===== src/source/soundFxPkg.sv =====
package soundFxPkg;

  ////////////////////////////////////////////////////////////////////////////
  // Widths with a meaning
  ////////////////////////////////////////////////////////////////////////////

  // Note index, 0 is idle and 1..songLength are notes
  typedef logic [5:0] noteIdxT;

  // Tone half-period in clock ticks, zero marks a rest
  typedef logic [17:0] halfPeriodT;

  // Note length in 1/48 whole-note units
  typedef logic [3:0] noteUnitsT;

  // Duration codes as stored in the song bank
  typedef enum logic [2:0] {
    noDur            = 3'd0,
    quarter          = 3'd1,
    eighth           = 3'd2,
    tripletEighth    = 3'd3,
    sixteenth        = 3'd4,
    tripletSixteenth = 3'd5
  } durationT;

  // Sequencer states
  typedef enum logic [1:0] {
    idle,
    playNote,
    finish
  } seqStateT;

  // Last valid note index
  localparam noteIdxT songLength = 6'd43;

  // Duration code to 1/48 units
  function automatic noteUnitsT durationUnits(input durationT dur);
    case (dur)
      quarter:          return 4'd12;
      eighth:           return 4'd6;
      tripletEighth:    return 4'd4;
      sixteenth:        return 4'd3;
      tripletSixteenth: return 4'd2;
      default:          return 4'd0;
    endcase
  endfunction

endpackage


===== src/source/durationTimer.sv =====
`timescale 1ns/1ns

module durationTimer import soundFxPkg::*; #(
  parameter int unitTicks = 104166
) (
  input  logic     clk,
  input  logic     rstN,
  input  logic     noteLoad,
  input  durationT duration,
  output logic     noteEnd
);

  // Wide enough for 16 units of unitTicks
  localparam int tickW = $clog2(16 * unitTicks);

  logic [tickW-1:0] noteTicks;
  logic [tickW-1:0] lastTick;
  logic [tickW-1:0] count;
  logic             running;

  // Note length in clock ticks
  assign noteTicks = tickW'(durationUnits(duration)) * tickW'(unitTicks);
  assign lastTick  = noteTicks - 1'b1;

  ////////////////////////////////////////////////////////////////////////////
  // Down-counter
  ////////////////////////////////////////////////////////////////////////////

  always_ff @(posedge clk) begin
    if (!rstN) begin
      count   <= '0;
      running <= 1'b0;
    end else if (noteLoad) begin
      // Load cycle already counts as the first tick
      count   <= lastTick - 1'b1;
      running <= 1'b1;
    end else if (duration == noDur) begin
      // Index went to 0, song stopped or ended
      running <= 1'b0;
    end else if (running) begin
      if (count == '0) begin
        running <= 1'b0;
      end else begin
        count <= count - 1'b1;
      end
    end
  end

  // Last cycle of the note
  // silent as soon as the index leaves the song
  assign noteEnd = running && (count == '0) && (duration != noDur);

  ////////////////////////////////////////////////////////////////////////////
  // Checks
  ////////////////////////////////////////////////////////////////////////////

  // End strobe is a single pulse, timer idles until reloaded
  singleEndPulse: assert property (@(posedge clk) disable iff (!rstN)
    noteEnd |=> !noteEnd);

endmodule


===== src/source/noteSequencer.sv =====
`timescale 1ns/1ns

module noteSequencer import soundFxPkg::*; (
  input  logic    clk,
  input  logic    rstN,
  input  logic    start,
  input  logic    stop,
  input  logic    loop,
  input  logic    noteEnd,
  output noteIdxT noteIndex,
  output logic    playing,
  output logic    noteLoad,
  output logic    songDone
);

  seqStateT state;

  ////////////////////////////////////////////////////////////////////////////
  // Sequencer FSM
  ////////////////////////////////////////////////////////////////////////////

  always_ff @(posedge clk) begin
    if (!rstN) begin
      state     <= idle;
      noteIndex <= '0;
      playing   <= 1'b0;
      noteLoad  <= 1'b0;
      songDone  <= 1'b0;
    end else begin
      // Strobes last a single cycle
      noteLoad <= 1'b0;
      songDone <= 1'b0;

      case (state)
        idle: begin
          // Kick off from the first note
          if (start) begin
            state     <= playNote;
            noteIndex <= 6'd1;
            playing   <= 1'b1;
            noteLoad  <= 1'b1;
          end
        end

        playNote: begin
          // Stop wins over a note ending in the same cycle
          if (stop) begin
            state     <= idle;
            noteIndex <= '0;
            playing   <= 1'b0;
          end else if (noteEnd) begin
            if (noteIndex == songLength) begin
              // Song complete, flag it either way
              songDone <= 1'b1;
              if (loop) begin
                noteIndex <= 6'd1;
                noteLoad  <= 1'b1;
              end else begin
                state     <= finish;
                noteIndex <= '0;
                playing   <= 1'b0;
              end
            end else begin
              // Next note in the bank
              noteIndex <= noteIndex + 1'b1;
              noteLoad  <= 1'b1;
            end
          end
        end

        // One cycle holding songDone, then back to rest
        finish: state <= idle;

        default: state <= idle;
      endcase
    end
  end

  ////////////////////////////////////////////////////////////////////////////
  // Checks
  ////////////////////////////////////////////////////////////////////////////

  // Counter never runs past the bank
  indexInRange: assert property (@(posedge clk) disable iff (!rstN)
    noteIndex <= songLength);

  // Timer has to be quiet once the sequencer is back in idle
  noEndInIdle: assert property (@(posedge clk) disable iff (!rstN)
    state == idle |-> !noteEnd);

endmodule


===== src/source/songRom.sv =====
`timescale 1ns/1ns

module songRom import soundFxPkg::*; (
  input  noteIdxT    noteIndex,
  output durationT   duration,
  output halfPeriodT halfPeriod
);

  ////////////////////////////////////////////////////////////////////////////
  // Pitch table
  ////////////////////////////////////////////////////////////////////////////

  // Half-periods at 100 MHz, ticks = 1e8 / (2 * freq)
  localparam halfPeriodT noteD5  = 18'd85131;
  localparam halfPeriodT noteCs5 = 18'd90192;
  localparam halfPeriodT noteC5  = 18'd95557;
  localparam halfPeriodT noteB4  = 18'd101239;
  localparam halfPeriodT noteAs4 = 18'd107259;
  localparam halfPeriodT noteA4  = 18'd113636;
  localparam halfPeriodT noteGs4 = 18'd120395;
  localparam halfPeriodT noteG4  = 18'd127551;
  localparam halfPeriodT noteF4  = 18'd143172;
  localparam halfPeriodT noteE4  = 18'd151685;
  localparam halfPeriodT noteD4  = 18'd170265;
  // Rest plays silence
  localparam halfPeriodT rest    = 18'd0;

  ////////////////////////////////////////////////////////////////////////////
  // Song bank
  ////////////////////////////////////////////////////////////////////////////

  always_comb begin
    // Idle index and anything past the end read as silence
    duration   = noDur;
    halfPeriod = rest;
    if (noteIndex <= songLength) begin
      case (noteIndex)
        // Opening phrase
        6'd1:  begin duration = quarter;          halfPeriod = rest;    end
        6'd2:  begin duration = eighth;           halfPeriod = noteD5;  end
        6'd3:  begin duration = eighth;           halfPeriod = noteCs5; end
        6'd4:  begin duration = tripletEighth;    halfPeriod = noteC5;  end
        6'd5:  begin duration = tripletEighth;    halfPeriod = noteC5;  end
        6'd6:  begin duration = tripletEighth;    halfPeriod = noteC5;  end
        6'd7:  begin duration = eighth;           halfPeriod = noteB4;  end
        6'd8:  begin duration = eighth;           halfPeriod = noteAs4; end
        6'd9:  begin duration = eighth;           halfPeriod = noteA4;  end
        6'd10: begin duration = sixteenth;        halfPeriod = noteA4;  end
        6'd11: begin duration = sixteenth;        halfPeriod = noteA4;  end
        6'd12: begin duration = eighth;           halfPeriod = noteGs4; end
        6'd13: begin duration = eighth;           halfPeriod = noteG4;  end
        6'd14: begin duration = tripletSixteenth; halfPeriod = noteF4;  end
        6'd15: begin duration = tripletSixteenth; halfPeriod = noteG4;  end
        6'd16: begin duration = tripletSixteenth; halfPeriod = noteF4;  end
        6'd17: begin duration = sixteenth;        halfPeriod = noteE4;  end
        6'd18: begin duration = sixteenth;        halfPeriod = noteF4;  end
        6'd19: begin duration = eighth;           halfPeriod = noteG4;  end
        6'd20: begin duration = eighth;           halfPeriod = noteF4;  end
        6'd21: begin duration = eighth;           halfPeriod = noteE4;  end
        // Mid-song breath
        6'd22: begin duration = eighth;           halfPeriod = rest;    end
        // Second phrase
        6'd23: begin duration = eighth;           halfPeriod = noteD5;  end
        6'd24: begin duration = eighth;           halfPeriod = noteCs5; end
        6'd25: begin duration = tripletEighth;    halfPeriod = noteC5;  end
        6'd26: begin duration = tripletEighth;    halfPeriod = noteC5;  end
        6'd27: begin duration = tripletEighth;    halfPeriod = noteC5;  end
        6'd28: begin duration = eighth;           halfPeriod = noteB4;  end
        6'd29: begin duration = eighth;           halfPeriod = noteAs4; end
        6'd30: begin duration = sixteenth;        halfPeriod = noteA4;  end
        6'd31: begin duration = sixteenth;        halfPeriod = noteA4;  end
        6'd32: begin duration = sixteenth;        halfPeriod = rest;    end
        6'd33: begin duration = sixteenth;        halfPeriod = noteA4;  end
        6'd34: begin duration = eighth;           halfPeriod = noteG4;  end
        6'd35: begin duration = eighth;           halfPeriod = noteF4;  end
        6'd36: begin duration = tripletSixteenth; halfPeriod = noteE4;  end
        6'd37: begin duration = tripletSixteenth; halfPeriod = noteF4;  end
        6'd38: begin duration = tripletSixteenth; halfPeriod = noteE4;  end
        6'd39: begin duration = sixteenth;        halfPeriod = noteD4;  end
        6'd40: begin duration = sixteenth;        halfPeriod = noteE4;  end
        6'd41: begin duration = eighth;           halfPeriod = noteF4;  end
        6'd42: begin duration = eighth;           halfPeriod = noteE4;  end
        // Final held note
        6'd43: begin duration = quarter;          halfPeriod = noteD4;  end
        default: begin
          duration   = noDur;
          halfPeriod = rest;
        end
      endcase
    end
  end

endmodule


===== src/source/soundFxPlayer.sv =====
`timescale 1ns/1ns

module soundFxPlayer import soundFxPkg::*; #(
  parameter int unitTicks = 104166,
  parameter int toneShift = 0
) (
  input  logic     clk,
  input  logic     rstN,
  input  logic     start,
  input  logic     stop,
  input  logic     loop,
  output logic     tone,
  output logic     playing,
  output noteIdxT  noteIndex,
  output durationT duration,
  output logic     songDone
);

  // Internal strobes and ROM data
  logic       noteLoad;
  logic       noteEnd;
  halfPeriodT halfPeriod;

  // Start, stop, loop and index stepping
  noteSequencer noteSequencer_inst (
    .clk       (clk),
    .rstN      (rstN),
    .start     (start),
    .stop      (stop),
    .loop      (loop),
    .noteEnd   (noteEnd),
    .noteIndex (noteIndex),
    .playing   (playing),
    .noteLoad  (noteLoad),
    .songDone  (songDone)
  );

  // Melody lookup
  songRom songRom_inst (
    .noteIndex  (noteIndex),
    .duration   (duration),
    .halfPeriod (halfPeriod)
  );

  // Note length
  durationTimer #(
    .unitTicks (unitTicks)
  ) durationTimer_inst (
    .clk      (clk),
    .rstN     (rstN),
    .noteLoad (noteLoad),
    .duration (duration),
    .noteEnd  (noteEnd)
  );

  // Square wave out
  toneGenerator #(
    .toneShift (toneShift)
  ) toneGenerator_inst (
    .clk        (clk),
    .rstN       (rstN),
    .noteLoad   (noteLoad),
    .playing    (playing),
    .halfPeriod (halfPeriod),
    .tone       (tone)
  );

endmodule


===== src/source/toneGenerator.sv =====
`timescale 1ns/1ns

module toneGenerator import soundFxPkg::*; #(
  parameter int toneShift = 0
) (
  input  logic       clk,
  input  logic       rstN,
  input  logic       noteLoad,
  input  logic       playing,
  input  halfPeriodT halfPeriod,
  output logic       tone
);

  halfPeriodT effHalf;
  halfPeriodT cnt;
  halfPeriodT cntNow;
  logic       toneQ;
  logic       toneNow;

  // Scaled half-period for slower clocks
  assign effHalf = halfPeriod >> toneShift;

  // New note starts from a clean phase
  assign cntNow  = noteLoad ? '0 : cnt;
  assign toneNow = noteLoad ? 1'b0 : toneQ;

  ////////////////////////////////////////////////////////////////////////////
  // Half-period counter
  ////////////////////////////////////////////////////////////////////////////

  always_ff @(posedge clk) begin
    if (!rstN) begin
      cnt   <= '0;
      toneQ <= 1'b0;
    end else if (!playing || effHalf == '0) begin
      // Rest or stopped
      cnt   <= '0;
      toneQ <= 1'b0;
    end else if (cntNow == effHalf - 1'b1) begin
      // Flip on wrap
      cnt   <= '0;
      toneQ <= !toneNow;
    end else begin
      cnt   <= cntNow + 1'b1;
      toneQ <= toneNow;
    end
  end

  // Low on the load cycle and whenever the player is off
  assign tone = toneQ && playing && !noteLoad;

  ////////////////////////////////////////////////////////////////////////////
  // Checks
  ////////////////////////////////////////////////////////////////////////////

  // Output silent whenever the player is off
  toneSilentWhenIdle: assert property (@(posedge clk) disable iff (!rstN)
    !playing |-> !tone);

endmodule

===== config.mk =====
export PLATFORM = sky130hd
export DESIGN_NAME = soundFxPlayer
export DESIGN_NICKNAME = d
export VERILOG_FILES = /design/src/source/soundFxPkg.sv /design/src/source/durationTimer.sv /design/src/source/noteSequencer.sv /design/src/source/songRom.sv /design/src/source/soundFxPlayer.sv /design/src/source/toneGenerator.sv
export SDC_FILE = /design/constraint.sdc
export NUM_CORES = 1
export LEC_CHECK = 0
export ABC_AREA = 1
export BUFFER_PORTS_ARGS = -buffer_cell sky130_fd_sc_hd__buf_4
export CORE_MARGIN = 5
export CORE_UTILIZATION = 58
export DETAILED_ROUTE_END_ITERATION = 10
export GPL_TIMING_DRIVEN = 0
export PLACE_DENSITY = 0.79
export SLEW_MARGIN = 10
export SYNTH_ARGS = -nofsm -noshare
export SYNTH_HDL_FRONTEND = slang
export SYNTH_HIERARCHICAL = 1
export SYNTH_SLANG_ARGS = --single-unit

===== constraint.sdc =====
create_clock -name clk -period 6.9 [get_ports clk]
set_clock_uncertainty 0.15 [all_clocks]
set_input_delay 0.69 -clock clk [delete_from_list [all_inputs] [get_ports clk]]
set_output_delay 0.69 -clock clk [all_outputs]
set_load 0.01 [all_outputs]

==> flow_summary.ini <==
[status]
outcome = complete, no violations

[sta]
setup_ws_ns = 0.8428
finalMaxSlewViolations = 0
fmax_mhz = 165.1
worst_pin_slew_ns = 1.017
rsz0062_at_grt = no
hold_violations = 0
finalCriticalPeriod_ns = 6.057
setup_viol = 0
setup_tns_ns = 0
slew-limit-headroom_pct = 31.61
fin_crit_sh_pct = 87.79

[hold_path]
hold_path_class = flip-flop to flip-flop

[synth]
async_flop_share_pct = 0
synth_cell_type_count = 54
ys.flop_type = dfxtp_1
synth_top_area_cell = nand2_1
synth-edff-count = 0
synth_nets = 1141
synth_area_leaders = nand2_1 19%, dfxtp_1 16%, inv_1 8.4%
synth_top_area_share_pct = 18.51
synthCells = 1098
syn_area_per_cell_sq_um = 5.872
synth_seq_cells = 52
syn_area_sq_um = 6447
yosysWarnings = 6
ys_seq_area_share_pct = 16.15

[worst_setup_path]
worstReg2RegEnd = durationTimer_inst/count[15]$_SDFFE_PN0P_
startpoint = noteSequencer_inst/noteIndex[0]$_SDFFE_PN0P_
crit_end = durationTimer_inst/count[15]$_SDFFE_PN0P_
cp_data_required_time_ns = 7.00
rrSetupSlack_ns = 0.84
cp_slowest_cell = dfxtp_1
end_kind = flip-flop
worst_path_most_repeated_cell = inv_1
worstPathArrival_ns = 6.16
cp.depth = 29
cp_num_buf_inv = 7
path_class = flip-flop to flip-flop
ff2ff_path_depth = 29
crit_family = simple AND/OR/NAND/NOR gates
r2r-start = noteSequencer_inst/noteIndex[0]$_SDFFE_PN0P_
start_kind = flip-flop
cp_max_fo = 14
slowest_delay_ns = 0.70

[clocking]
clkLatencyLatePin_ns = 0.34
clk_pin_slew_ns = 0.11
cts_sinks = 52
cts-root-buf = clkbuf_8
cts_buffers = 5
hold_buffers = 0
cts_resized = 0
h-tree-depth = 2
cts_tree = done
cts_setup_buffers = 0
cts_buffer_depth = 2

[placement]
portBuffers = 16
gp_congestion = 1.000
dpl_cell_area_sq_um = 6743
place_ws_ns = 0.8875
dp_hpwl_um = 13840

[drt]
drt_iter0_markers = 540
wl_per_cell_um = 14.08
first_pass_iters = 6
num_vias = 6991
via_per_inst = 5.540
antenna_left = 0
wirelength_um = 17770
drc = 0

[cells_and_area]
stdcell_area_sq_um = 6839
antenna_cells = 0
fin_nets = 1164
num-fill-cells = 1139
layout-drive-gt1-share_pct = 10.78
fin_util_pct = 62.81
final_common_cell = nand2_1
layout_common_cells = 318 x nand2_1, 144 x inv_1, 115 x nor2_1
syn_to_final_growth_pct = 6.074

[die]
start_util_pct = 59.22
die_w_um = 115.4
dieArea_sq_um = 13330
die_y_um = 115.4
ios = 17
core-area_sq_um = 10890
rows = 38

[grt]
overflow = 0
grt_max_degree = 19
grt_use_total_pct = 27.44
grt_pass1_vias = 6426
grt_pass1_wl_um = 29780
antenna_found_initial = 0

[power_and_ir_drop]
vdd_ir_drop_max_uv = 157.1
p_leak_nw = 3.615
p_per_area_nw_per_um2 = 207.0
power_mw = 1.416

[flow_run]
cap_violations = 0
-- power breakdown --
group          total (mW)  leakage, nW  internal [mW]  switching, mW
Sequential          0.352        0.423          0.322         0.0302
Clock               0.197       0.0463         0.0748          0.123
Combinational       0.866         3.15          0.305          0.561
Total                1.42         3.62          0.701          0.714
-- Yosys cell counts (all sizes together) (2+ instances only) --
library cell,instances
clkbuf,5
ha,36
inv,151
and3,12
o2111ai,2
xnor2,9
nand2,342
nor3,19
dfxtp,52
xor2,23
a31oi,7
o21bai,2
or2,4
nor4,2
nor2,141
o21ai,56
nand3,111
nand3b,6
o31ai,2
a211oi,3
o211ai,7
and2,2
buf,21
nand4,15
a21oi,57
fa,2
-- cell type report --
cell class	count	area, sq um	share of cell area [%]
Clock buffer	5	68.82	1.006
Clock inverter	3	27.53	0.4025
Buffer	26	220.2	3.220
Sequential cell	52	1041	15.22
Timing Repair Buffer	16	120.1	1.756
Multi-Input combinational cell	868	4606	67.34
Tap cell	140	175.2	2.561
Inverter	152	580.6	8.489
-- state kept, by name, summed over array words and instances, names as in the netlist --
name and cells:
durationTimer_inst/count 21, durationTimer_inst/running 1, noteSequencer_inst/noteIndex 6, noteSequencer_inst/noteLoad 1
noteSequencer_inst/playing 1, noteSequencer_inst/songDone 1, noteSequencer_inst/state 2, toneGenerator_inst/cnt 18
toneGenerator_inst/toneQ 1
-- per-layer routing --
| layer | global-route usage, % | up-vias | wire (um) |
|---|---|---|---|
| met4 | 9.703 | 0 | 504 |
| met2 | 46.88 | 256 | 8452 |
| met3 | 3.551 | 48 | 1060 |
| met1 | 35.59 | 3114 | 7751 |
| met5 | 0 | - | 0 |
| li1 | - | 3573 | - |
-- worst min path at each step --
stage | startpoint | end | slack [ns] | depth (start not counted)
floorplan | durationTimer_inst/count[1]$_SDFFE_PN0P_ | durationTimer_inst/count[1]$_SDFFE_PN0P_ | 0.31 | 2
global placement | durationTimer_inst/count[1]$_SDFFE_PN0P_ | durationTimer_inst/count[1]$_SDFFE_PN0P_ | 0.32 | 2
detailed placement | durationTimer_inst/count[6]$_SDFFE_PN0P_ | durationTimer_inst/count[6]$_SDFFE_PN0P_ | 0.33 | 2
CTS | durationTimer_inst/count[6]$_SDFFE_PN0P_ | durationTimer_inst/count[6]$_SDFFE_PN0P_ | 0.35 | 2
global route | durationTimer_inst/count[1]$_SDFFE_PN0P_ | durationTimer_inst/count[1]$_SDFFE_PN0P_ | 0.39 | 2
finish | durationTimer_inst/count[1]$_SDFFE_PN0P_ | durationTimer_inst/count[1]$_SDFFE_PN0P_ | 0.35 | 2
-- cells by family after synthesis --
logic type / after synthesis / synth area share (%)
other cells: 1 / 0.05816
simple gates: 656 / 46.85
buf+inv: 178 / 12.42
xor+xnor: 33 / 4.696
flops: 52 / 16.15
compound gates: 140 / 12.23
fa+ha+maj: 38 / 7.607
-- per-stage QoR --
step	hold WS, ns	cells
2_1_floorplan	0.3083	1098
3_3_place_gp	0.3220	1254
3_5_place_dp	0.3311	1254
4_1_cts	0.3489	1262
5_1_grt	0.3876	1262
6_report	0.3505	1262
-- tightest hold or removal path: cells and delay by family, from the launching register on --
| kind | cells | cell delay [ns] |
|---|---|---|
| compound gates | 1 | 0.06 |
| simple gates | 1 | 0.07 |
| flops | 1 | 0.34 |
Note: power is estimated with default switching activity, not from simulation.
